$ cat config.mk
export PLATFORM = sky130hd
export DESIGN_NAME = fdiv_pool
export DESIGN_NICKNAME = d
export VERILOG_FILES = /design/src/common/fdiv_fmt_pkg.sv /design/src/common/fdiv_ctl_pkg.sv /design/src/rtl/fdiv_core/fdiv_core.sv /design/src/rtl/fdiv_core/fdiv_mant_div.sv /design/src/rtl/fdiv_core/fdiv_norm_round.sv /design/src/rtl/fdiv_pool.sv /design/src/rtl/fdiv_unit.sv
export SDC_FILE = /design/constraint.sdc
export NUM_CORES = 1
export LEC_CHECK = 0
export BUFFER_PORTS_ARGS = -buffer_cell sky130_fd_sc_hd__clkbuf_2
export CAP_MARGIN = 20
export CORE_ASPECT_RATIO = 2
export CORE_UTILIZATION = 62
export DETAILED_ROUTE_END_ITERATION = 10
export PLACE_DENSITY = 0.87
export SLEW_MARGIN = 15
export SYNTH_ARGS = -nofsm -noshare
export SYNTH_HDL_FRONTEND = slang
export SYNTH_SLANG_ARGS = --single-unit
export TNS_END_PERCENT = 1
$ cat constraint.sdc
create_clock -name clk_i -period 6.1 [get_ports clk_i]
set_clock_uncertainty 0.2 [all_clocks]
set_input_delay 1.525 -clock clk_i [delete_from_list [all_inputs] [get_ports clk_i]]
set_output_delay 1.525 -clock clk_i [all_outputs]
set_load 0.02 [all_outputs]
$ cat src/common/fdiv_fmt_pkg.sv
`default_nettype none

package fdiv_fmt_pkg;

	// ieee single precision layout.
	localparam int EXP_W = 8;
	localparam int MANT_W = 23;
	localparam int WORD_W = 1 + EXP_W + MANT_W;

	// exponent bias of the stored field.
	localparam int BIAS = 127;

	// all-ones exponent marks infinity and NaN.
	localparam logic [EXP_W-1:0] EXP_MAX = '1;

	// quiet NaN carries only the top mantissa bit.
	localparam logic [MANT_W-1:0] QNAN_MANT = {1'b1, {(MANT_W-1){1'b0}}};

	// operand classes.
	typedef enum logic [2:0] {
		CLS_ZERO,
		CLS_SUB,
		CLS_NORM,
		CLS_INF,
		CLS_NAN
	} fp_class_e;

endpackage

`default_nettype wire

$ cat src/common/fdiv_ctl_pkg.sv
`default_nettype none

package fdiv_ctl_pkg;

	// round to nearest even works on three guard bits.
	localparam int GUARD_W = 3;
	localparam int QUO_W = fdiv_fmt_pkg::MANT_W + 1 + GUARD_W;

	// one extra exponent bit catches wrap below zero.
	localparam int XEXP_W = fdiv_fmt_pkg::EXP_W + 1;
	localparam int UNDER_LIM = (2 ** fdiv_fmt_pkg::EXP_W - 1) + fdiv_fmt_pkg::BIAS - 1;
	localparam int OVER_LIM = 2 ** fdiv_fmt_pkg::EXP_W - 2;

	typedef enum logic [1:0] {
		UNIT_IDLE,
		UNIT_LAUNCH,
		UNIT_WAIT
	} unit_state_e;

	typedef enum logic [1:0] {
		CORE_IDLE,
		CORE_DIV,
		CORE_NORM,
		CORE_ROUND
	} core_state_e;

endpackage

`default_nettype wire

$ cat src/rtl/fdiv_core/fdiv_core.sv
`timescale 1ns/1ps
`default_nettype none

module fdiv_core (
	input  logic                            clk_i,
	input  logic                            rst_i,
	input  logic                            stb_i,
	input  logic [fdiv_fmt_pkg::MANT_W:0]   a_mant_i,
	input  logic [fdiv_fmt_pkg::MANT_W:0]   b_mant_i,
	input  logic [fdiv_fmt_pkg::EXP_W-1:0]  a_exp_i,
	input  logic [fdiv_fmt_pkg::EXP_W-1:0]  b_exp_i,
	output logic [fdiv_ctl_pkg::XEXP_W-1:0] exp_o,
	output logic [fdiv_fmt_pkg::MANT_W:0]   mant_o,
	output logic                            rdy_o
);

	localparam int G = fdiv_ctl_pkg::GUARD_W;
	localparam int XW = fdiv_ctl_pkg::XEXP_W;

	fdiv_ctl_pkg::core_state_e state;
	logic div_stb;
	logic div_rdy;
	logic [fdiv_ctl_pkg::QUO_W-1:0] quo;
	logic [XW-1:0] exp_diff;

	assign div_stb = stb_i && (state == fdiv_ctl_pkg::CORE_IDLE);
	assign rdy_o = (state == fdiv_ctl_pkg::CORE_IDLE);

	// biased difference, wraps below zero into the extra bit.
	always_ff @(posedge clk_i) begin
		if (div_stb) begin
			exp_diff <= {1'b0, a_exp_i} + XW'(fdiv_fmt_pkg::BIAS) - {1'b0, b_exp_i};
		end
	end

	always_ff @(posedge clk_i) begin
		if (rst_i) begin
			state <= fdiv_ctl_pkg::CORE_IDLE;
		end else begin
			case (state)
				fdiv_ctl_pkg::CORE_IDLE: if (stb_i) state <= fdiv_ctl_pkg::CORE_DIV;
				fdiv_ctl_pkg::CORE_DIV: if (div_rdy) state <= fdiv_ctl_pkg::CORE_NORM;
				fdiv_ctl_pkg::CORE_NORM: state <= fdiv_ctl_pkg::CORE_ROUND;
				default: state <= fdiv_ctl_pkg::CORE_IDLE;
			endcase
		end
	end

	fdiv_mant_div u_div (
		.clk_i (clk_i),
		.rst_i (rst_i),
		.stb_i (div_stb),
		.num_i ({a_mant_i, {G{1'b0}}}),
		.den_i ({b_mant_i, {G{1'b0}}}),
		.quo_o (quo),
		.rdy_o (div_rdy)
	);

	fdiv_norm_round u_norm_round (
		.clk_i  (clk_i),
		.exp_i  (exp_diff),
		.quo_i  (quo),
		.exp_o  (exp_o),
		.mant_o (mant_o)
	);

endmodule

`default_nettype wire

$ cat src/rtl/fdiv_core/fdiv_mant_div.sv
`timescale 1ns/1ps
`default_nettype none

module fdiv_mant_div (
	input  logic                           clk_i,
	input  logic                           rst_i,
	input  logic                           stb_i,
	input  logic [fdiv_ctl_pkg::QUO_W-1:0] num_i,
	input  logic [fdiv_ctl_pkg::QUO_W-1:0] den_i,
	output logic [fdiv_ctl_pkg::QUO_W-1:0] quo_o,
	output logic                           rdy_o
);

	localparam int W = fdiv_ctl_pkg::QUO_W;
	localparam int STEPS = 2 * W - 1;
	localparam int CNT_W = $clog2(STEPS + 1);

	logic [2*W-1:0] work;
	logic [2*W-1:0] diff;
	logic [CNT_W-1:0] step;

	// remainder minus the left-aligned divisor.
	assign diff = work - {1'b0, den_i, {(W-1){1'b0}}};

	// quotient bits collect at the bottom of the working register.
	assign quo_o = work[W-1:0];

	always_ff @(posedge clk_i) begin
		if (rst_i) begin
			rdy_o <= 1'b1;
			step <= '0;
		end else if (rdy_o) begin
			if (stb_i) begin
				rdy_o <= 1'b0;
				step <= '0;
			end
		end else begin
			// last step runs in this cycle too.
			if (step == CNT_W'(STEPS - 1)) begin
				rdy_o <= 1'b1;
			end
			step <= step + 1'b1;
		end
	end

	always_ff @(posedge clk_i) begin
		if (rdy_o) begin
			if (stb_i) begin
				work <= {{W{1'b0}}, num_i};
			end
		end else if (diff[2*W-1]) begin
			// negative difference, keep the remainder.
			work <= {work[2*W-2:0], 1'b0};
		end else begin
			work <= {diff[2*W-2:0], 1'b1};
		end
	end

endmodule

`default_nettype wire

$ cat src/rtl/fdiv_core/fdiv_norm_round.sv
`timescale 1ns/1ps
`default_nettype none

module fdiv_norm_round (
	input  logic                            clk_i,
	input  logic [fdiv_ctl_pkg::XEXP_W-1:0] exp_i,
	input  logic [fdiv_ctl_pkg::QUO_W-1:0]  quo_i,
	output logic [fdiv_ctl_pkg::XEXP_W-1:0] exp_o,
	output logic [fdiv_fmt_pkg::MANT_W:0]   mant_o
);

	localparam int QW = fdiv_ctl_pkg::QUO_W;
	localparam int XW = fdiv_ctl_pkg::XEXP_W;
	localparam int MW = fdiv_fmt_pkg::MANT_W;
	localparam int G = fdiv_ctl_pkg::GUARD_W;
	localparam int MAX_SHIFT = 20;

	logic [4:0] lead_zeros;
	logic lead_found;
	logic [XW-1:0] norm_exp;
	logic [QW-1:0] norm_quo;
	logic [MW:0] kept;
	logic [MW+1:0] bumped;
	logic round_up;

	// leading one search over the top MAX_SHIFT+1 bits.
	always_comb begin
		lead_zeros = '0;
		lead_found = 1'b0;
		for (int i = 0; i <= MAX_SHIFT; i++) begin
			if (!lead_found && quo_i[QW-1-i]) begin
				lead_zeros = 5'(i);
				lead_found = 1'b1;
			end
		end
	end

	// a zero exponent or a far leading one leaves the quotient as is.
	always_ff @(posedge clk_i) begin
		if (exp_i != '0 && lead_found && lead_zeros != '0) begin
			norm_exp <= exp_i - XW'(lead_zeros);
			norm_quo <= quo_i << lead_zeros;
		end else begin
			norm_exp <= exp_i;
			norm_quo <= quo_i;
		end
	end

	assign kept = norm_quo[QW-1:G];
	assign bumped = {1'b0, kept} + 1'b1;

	// halfway goes up only when the kept lsb is odd.
	assign round_up = norm_quo[G-1] && (kept[0] || (|norm_quo[G-2:0]));

	always_ff @(posedge clk_i) begin
		if (!round_up) begin
			exp_o <= norm_exp;
			mant_o <= kept;
		end else if (bumped[MW+1]) begin
			// carry out of the mantissa.
			exp_o <= norm_exp + 1'b1;
			mant_o <= bumped[MW+1:1];
		end else begin
			exp_o <= norm_exp;
			mant_o <= bumped[MW:0];
		end
	end

endmodule

`default_nettype wire

$ cat src/rtl/fdiv_pool.sv
`timescale 1ns/1ps
`default_nettype none

module fdiv_pool #(
	parameter int INSTCNT = 2,
	parameter int TAG_W = 5
) (
	input  logic                            clk_i,
	input  logic                            rst_i,
	input  logic                            stb_i,
	input  logic [fdiv_fmt_pkg::WORD_W-1:0] a_i,
	input  logic [fdiv_fmt_pkg::WORD_W-1:0] b_i,
	input  logic [TAG_W-1:0]                tag_i,
	output logic                            rdy_o,
	input  logic                            ostb_i,
	output logic [fdiv_fmt_pkg::WORD_W-1:0] data_o,
	output logic [TAG_W-1:0]                tag_o,
	output logic                            ordy_o
);

	localparam int IDX_W = (INSTCNT > 1) ? $clog2(INSTCNT) : 1;
	localparam logic [IDX_W:0] CNT = (IDX_W + 1)'(INSTCNT);

	// the top bit flips each time the index wraps past the last unit.
	function automatic logic [IDX_W:0] next_ptr(input logic [IDX_W:0] ptr);
		if (ptr[IDX_W-1:0] == IDX_W'(INSTCNT - 1)) begin
			return {~ptr[IDX_W], {IDX_W{1'b0}}};
		end
		return ptr + 1'b1;
	endfunction

	logic [IDX_W:0] wr_ptr;
	logic [IDX_W:0] rd_ptr;
	logic [IDX_W-1:0] wr_idx;
	logic [IDX_W-1:0] rd_idx;
	logic [IDX_W:0] usage;
	logic [INSTCNT-1:0] unit_rdy;
	logic [fdiv_fmt_pkg::WORD_W-1:0] unit_data [INSTCNT];
	logic [TAG_W-1:0] unit_tag [INSTCNT];

	assign wr_idx = wr_ptr[IDX_W-1:0];
	assign rd_idx = rd_ptr[IDX_W-1:0];
	assign usage = {1'b0, wr_idx} - {1'b0, rd_idx} +
		((wr_ptr[IDX_W] != rd_ptr[IDX_W]) ? CNT : '0);

	assign rdy_o = (usage < CNT) && unit_rdy[wr_idx];
	assign ordy_o = (usage != '0) && unit_rdy[rd_idx];
	assign data_o = unit_data[rd_idx];
	assign tag_o = unit_tag[rd_idx];

	always_ff @(posedge clk_i) begin
		if (rst_i) begin
			wr_ptr <= '0;
		end else if (stb_i && rdy_o) begin
			wr_ptr <= next_ptr(wr_ptr);
		end
	end

	always_ff @(posedge clk_i) begin
		if (rst_i) begin
			rd_ptr <= '0;
		end else if (ostb_i && ordy_o) begin
			rd_ptr <= next_ptr(rd_ptr);
		end
	end

	for (genvar g = 0; g < INSTCNT; g++) begin : g_unit
		fdiv_unit #(
			.TAG_W (TAG_W)
		) u_unit (
			.clk_i  (clk_i),
			.rst_i  (rst_i),
			.stb_i  (stb_i && rdy_o && (wr_idx == IDX_W'(g))),
			.a_i    (a_i),
			.b_i    (b_i),
			.tag_i  (tag_i),
			.data_o (unit_data[g]),
			.tag_o  (unit_tag[g]),
			.rdy_o  (unit_rdy[g])
		);
	end

endmodule

`default_nettype wire

$ cat src/rtl/fdiv_unit.sv
`timescale 1ns/1ps
`default_nettype none

module fdiv_unit #(
	parameter int TAG_W = 5
) (
	input  logic                            clk_i,
	input  logic                            rst_i,
	input  logic                            stb_i,
	input  logic [fdiv_fmt_pkg::WORD_W-1:0] a_i,
	input  logic [fdiv_fmt_pkg::WORD_W-1:0] b_i,
	input  logic [TAG_W-1:0]                tag_i,
	output logic [fdiv_fmt_pkg::WORD_W-1:0] data_o,
	output logic [TAG_W-1:0]                tag_o,
	output logic                            rdy_o
);

	localparam int EW = fdiv_fmt_pkg::EXP_W;
	localparam int MW = fdiv_fmt_pkg::MANT_W;
	localparam logic [EW-1:0] EXP_MAX = fdiv_fmt_pkg::EXP_MAX;

	function automatic fdiv_fmt_pkg::fp_class_e classify(input logic [fdiv_fmt_pkg::WORD_W-1:0] w);
		logic [EW-1:0] e;
		logic [MW-1:0] m;
		e = w[MW +: EW];
		m = w[MW-1:0];
		if (e == EXP_MAX) begin
			if (m != '0) return fdiv_fmt_pkg::CLS_NAN;
			return fdiv_fmt_pkg::CLS_INF;
		end
		if (e == '0) begin
			if (m != '0) return fdiv_fmt_pkg::CLS_SUB;
			return fdiv_fmt_pkg::CLS_ZERO;
		end
		return fdiv_fmt_pkg::CLS_NORM;
	endfunction

	fdiv_fmt_pkg::fp_class_e a_cls;
	fdiv_fmt_pkg::fp_class_e b_cls;
	fdiv_ctl_pkg::unit_state_e state;
	logic a_sign;
	logic b_sign;
	logic is_nan;
	logic is_inf;
	logic is_zero;
	logic core_stb;
	logic core_rdy;
	logic res_sign;
	logic [MW:0] a_mant;
	logic [MW:0] b_mant;
	logic [EW-1:0] a_exp;
	logic [EW-1:0] b_exp;
	logic [fdiv_ctl_pkg::XEXP_W-1:0] core_exp;
	logic [MW:0] core_mant;

	assign a_cls = classify(a_i);
	assign b_cls = classify(b_i);
	assign a_sign = a_i[fdiv_fmt_pkg::WORD_W-1];
	assign b_sign = b_i[fdiv_fmt_pkg::WORD_W-1];

	// rules are checked in priority order, NaN first.
	assign is_nan = (a_cls == fdiv_fmt_pkg::CLS_NAN) || (b_cls == fdiv_fmt_pkg::CLS_NAN) ||
		((a_cls == fdiv_fmt_pkg::CLS_ZERO || a_cls == fdiv_fmt_pkg::CLS_INF) &&
		b_cls == fdiv_fmt_pkg::CLS_ZERO) ||
		(a_cls == fdiv_fmt_pkg::CLS_INF && b_cls == fdiv_fmt_pkg::CLS_INF);
	assign is_inf = (a_cls == fdiv_fmt_pkg::CLS_INF) || (b_cls == fdiv_fmt_pkg::CLS_ZERO);
	assign is_zero = (a_cls == fdiv_fmt_pkg::CLS_ZERO) || (b_cls == fdiv_fmt_pkg::CLS_INF);

	assign core_stb = (state == fdiv_ctl_pkg::UNIT_LAUNCH);
	assign rdy_o = (state == fdiv_ctl_pkg::UNIT_IDLE);

	always_ff @(posedge clk_i) begin
		if (rst_i) begin
			state <= fdiv_ctl_pkg::UNIT_IDLE;
		end else begin
			case (state)
				fdiv_ctl_pkg::UNIT_IDLE:
					if (stb_i && !(is_nan || is_inf || is_zero))
						state <= fdiv_ctl_pkg::UNIT_LAUNCH;
				fdiv_ctl_pkg::UNIT_LAUNCH: state <= fdiv_ctl_pkg::UNIT_WAIT;
				fdiv_ctl_pkg::UNIT_WAIT: if (core_rdy) state <= fdiv_ctl_pkg::UNIT_IDLE;
				default: state <= fdiv_ctl_pkg::UNIT_IDLE;
			endcase
		end
	end

	always_ff @(posedge clk_i) begin
		if (state == fdiv_ctl_pkg::UNIT_IDLE && stb_i) begin
			tag_o <= tag_i;
			res_sign <= a_sign ^ b_sign;
			// subnormals take exponent 1 with no hidden bit.
			a_exp <= (a_cls == fdiv_fmt_pkg::CLS_SUB) ? EW'(1) : a_i[MW +: EW];
			b_exp <= (b_cls == fdiv_fmt_pkg::CLS_SUB) ? EW'(1) : b_i[MW +: EW];
			a_mant <= {a_cls == fdiv_fmt_pkg::CLS_NORM, a_i[MW-1:0]};
			b_mant <= {b_cls == fdiv_fmt_pkg::CLS_NORM, b_i[MW-1:0]};
			if (is_nan) begin
				data_o <= {a_sign ^ b_sign, EXP_MAX, fdiv_fmt_pkg::QNAN_MANT};
			end else if (is_inf) begin
				data_o <= {a_sign, EXP_MAX, {MW{1'b0}}};
			end else if (is_zero) begin
				data_o <= {a_sign ^ b_sign, {(EW + MW){1'b0}}};
			end
		end else if (state == fdiv_ctl_pkg::UNIT_WAIT && core_rdy) begin
			// wrapped exponents land above the overflow limit.
			if (core_exp >= fdiv_ctl_pkg::UNDER_LIM) begin
				data_o <= {res_sign, {(EW + MW){1'b0}}};
			end else if (core_exp >= fdiv_ctl_pkg::OVER_LIM) begin
				data_o <= {res_sign, EXP_MAX, {MW{1'b0}}};
			end else begin
				data_o <= {res_sign, core_exp[EW-1:0], core_mant[MW-1:0]};
			end
		end
	end

	fdiv_core u_core (
		.clk_i    (clk_i),
		.rst_i    (rst_i),
		.stb_i    (core_stb),
		.a_mant_i (a_mant),
		.b_mant_i (b_mant),
		.a_exp_i  (a_exp),
		.b_exp_i  (b_exp),
		.exp_o    (core_exp),
		.mant_o   (core_mant),
		.rdy_o    (core_rdy)
	);

endmodule

`default_nettype wire

==> results.cfg <==
[sta]
worst_hold_slack_ns = 0.2361
slew_headroom_pct = 28.52
period_minus_slack_ns = 4.464
tns_ns = 0
finalMaxSlewViolations = 0
min_period_over_period_pct = 73.18
tightest_slew_ns = 1.072
finalSetupViolCount = 0
fmax_mhz = 224.0
rsz0062_at_grt = false
hold_viol = 0

[routing]
wl_um = 72330
dr.pass1.iters = 7
via_per_inst = 6.340
detail-route-antenna-nets = 0
drt-initial-drc-count = 1122
wl_per_cell_um = 23.76
drc = 0
route.vias.total = 19300

[clock_tree]
tritoncts = done
cts.sinks = 492
cts_setup_buffers = 0
clk_latency_ns = 0.56
cts-root-buf = clkbuf_16
h-tree-depth = 2
clk_path_buf_depth = 3
hold_buffers = 0
clk_pin_slew_worst_paths_ns = 0.07
cts_buffers = 42
postCtsResizedCells = 0

[critical_path]
max_stage_delay_ns = 0.64
cp_data_required_time_ns = 6.32
crit_arrival_ns = 4.68
cp-end-kind = flop
worst_path_max_delay_cell = or4_1
crit_family = simple AND/OR/NAND/NOR gates
path_common_cell = nand2_1
cp_max_fo = 30
crit_path_start_kind = flop
critPathKind = flop to flop
path_cells = or4_1 > or3_4 > a211o_1 > nand2_1 > buf_4 > inv_1 > ha_1 > nor2b_1 > o21ai_0 > nand2b_1 > a21o_1 > nand2_1 > nor4b_1 > xor2_1
cp.buffers_inverters = 2

[synthesis]
synth_flop_cell = edfxtp_1
synth_edf_count = 330
synth_xor_area_share_pct = 3.069
syn_avg_cell_area_sq_um = 10.69
synth_top_area_share_pct = 38.58
synthMuxAreaShare_pct = 9.919
synth_cells = 2403
yosysUniqueCellTypes = 92
synth_compound_area_share_pct = 12.92
netlist_area_sq_um = 25680
synth_nets = 2585
ys_seq_area_share_pct = 51.21
synth-seq-cells = 492
synth_top_family_by_area = simple AND/OR/NAND/NOR gates
yosys.area_share.simple_pct = 13.53
yosys.area.top_type = edfxtp_1
synthTopCellsByArea = edfxtp_1 (39%), dfxtp_1 (13%), ha_1 (5.0%)
yosysWarnings = 0
synthAdderAreaFrac_pct = 5.485
async_reset_ff_share_pct = 0

[job]
drv_cap = 0

[pwr]
powerDensity_nw_per_um2 = 450.9
p_leak_uw = 0.01091
vdd.ir_drop.worst_uv = 361.9

[placement]
io_buffer_count = 111
gp_congestion = 1.028
dpl.hpwl_um = 54560

[floorplan]
num_rows = 105
fp.dieW_um = 145.9
initial_core_util_pct = 62.66
io_pins = 112
fp.dieH_um = 289.8
dieArea_sq_um = 42290
core_sq_um = 40990

[grt]
met3_usage_pct = 5.220
grt_first_pass_wirelength_um = 109500
met2_usage_pct = 63.11
antenna_found_initial = 1
grt_usage_pct = 34.36
met1_usage_pct = 31.43
busiest_layer = met2
grt_max_degree = 69
gr-total-overflow = 0
grt_pass1_vias = 19650

[layout]
fillerInstances = 2955
ff_latch_area_sq_um = 13160
area_delta_synth_final_pct = 9.446
num_antenna_cells = 0
fin_nets = 2659
multi_input_area_sq_um = 11580
layout-drive-gt1-share_pct = 14.43

[status]
status = finished, final reports clean

[worst_hold_path]
hold_class = flop to flop
[per-layer routing]
metal	up-vias	routed length (um)	part of all wire [%]
met5	-	0	0
met4	0	7952	11
met3	339	4061	5.6
met2	908	37910	52
met1	9119	22410	31
li1	8932	-	-
[registers in the layout (all words and copies together) (netlist names)]
name                                        cells
g_unit.u_unit.a_exp                            16
g_unit.u_unit.a_mant                           48
g_unit.u_unit.b_exp                            16
g_unit.u_unit.b_mant                           48
g_unit.u_unit.data_o                           64
g_unit.u_unit.res_sign                          2
g_unit.u_unit.state                             4
g_unit.u_unit.tag_o                            10
g_unit.u_unit.u_core.exp_diff                  18
g_unit.u_unit.u_core.state                      4
g_unit.u_unit.u_core.u_div.rdy_o                2
g_unit.u_unit.u_core.u_div.step                12
g_unit.u_unit.u_core.u_div.work               108
g_unit.u_unit.u_core.u_norm_round.exp_o        18
g_unit.u_unit.u_core.u_norm_round.mant_o       46
g_unit.u_unit.u_core.u_norm_round.norm_exp     18
g_unit.u_unit.u_core.u_norm_round.norm_quo     54
rd_ptr                                          2
wr_ptr                                          2
[logic make-up after synthesis]
group | after synthesis
AND/OR/NAND/NOR | 708
AO/OA/AOI/OAI | 528
flip-flops | 492
buffers and inverters | 242
multiplexers | 234
adder cells (fa/ha/maj) | 109
XOR/XNOR | 90
[synth_stat cells, drive strengths merged (27+ instances only)]
| cell | count |
|---|---|
| xnor2 | 55 |
| edfxtp | 330 |
| dfxtp | 162 |
| nand3 | 55 |
| nor2 | 208 |
| and3 | 40 |
| mux2i | 124 |
| and2 | 39 |
| mux2 | 104 |
| ha | 103 |
| nor3 | 40 |
| a31oi | 27 |
| buf | 37 |
| clkbuf | 74 |
| nor2b | 30 |
| o21ai | 162 |
| nand2 | 177 |
| inv | 128 |
| xor2 | 35 |
| a21oi | 136 |
[worst paths after layout]
check	to	slack, ns	start	cells past startpoint
max	g_unit[1].u_unit.u_core.u_norm_round.norm_exp[7]	1.64	g_unit[1].u_unit.u_core.u_div.work[18]	14
min	g_unit[1].u_unit.u_core.u_norm_round.exp_o[8]	0.24	g_unit[1].u_unit.u_core.u_norm_round.norm_exp[8]	1
max reg2reg	g_unit[1].u_unit.u_core.u_norm_round.norm_exp[7]	1.64	g_unit[1].u_unit.u_core.u_div.work[18]	14
min reg2reg	g_unit[1].u_unit.u_core.u_norm_round.exp_o[8]	0.24	g_unit[1].u_unit.u_core.u_norm_round.norm_exp[8]	1
[where the power goes]
group          total [uW]  switching, uW  internal (uW)
clock                2790           1240           1550
combinational        4560           2780           1780
sequential           5330            692           4640
total               12700           4710           7960
[layout by cell type, fill, tap and decap left out, types with 8 or more instances in the layout]
master,count
nor2b_1,30
edfxtp_1,330
nor2_1,207
dfxtp_1,160
mux2i_1,124
o21ai_0,156
o31ai_1,21
clkbuf_2,111
o22ai_1,11
o21bai_1,11
or3_1,9
o211ai_1,11
nand4_1,20
or2_2,8
mux2_2,104
ha_1,103
o21a_1,15
nor3_1,38
nand3_1,54
and3_1,40
xnor2_1,55
buf_4,30
inv_1,126
clkbuf_16,44
a31oi_1,27
and2_1,37
nand2_1,174
xor2_1,35
a21o_1,21
a21oi_1,136
a211oi_1,15
nor4_1,23
nand2b_1,22
a22o_1,11
a22oi_1,10
[per-stage QoR]
step / power, uW / std cells / utilization (%) / setup WS, ns / cell area (sq um)
2_1_floorplan: 8414 / 2403 / - / 0.5451 / 25680
3_3_place_gp: 9637 / 2967 / 65.08 / 1.885 / 26680
3_5_place_dp: 9813 / 2967 / 65.08 / 1.699 / 26680
4_1_cts: 12610 / 3043 / 68.56 / 1.668 / 28100
5_1_grt: 13250 / 3044 / 68.58 / 1.256 / 28110
6_report: 12670 / 3044 / 68.58 / 1.636 / 28110
[area by class of cell]
class / instances / area share (%)
clock buffers: 51 / 4.117
clock inverters: 25 / 0.9570
inverters: 131 / 1.767
multi-input cells: 1669 / 41.20
flip-flops and latches: 492 / 46.80
well taps: 535 / 2.381
repair buffers: 141 / 2.778
Power figures use the tool's default switching activity.
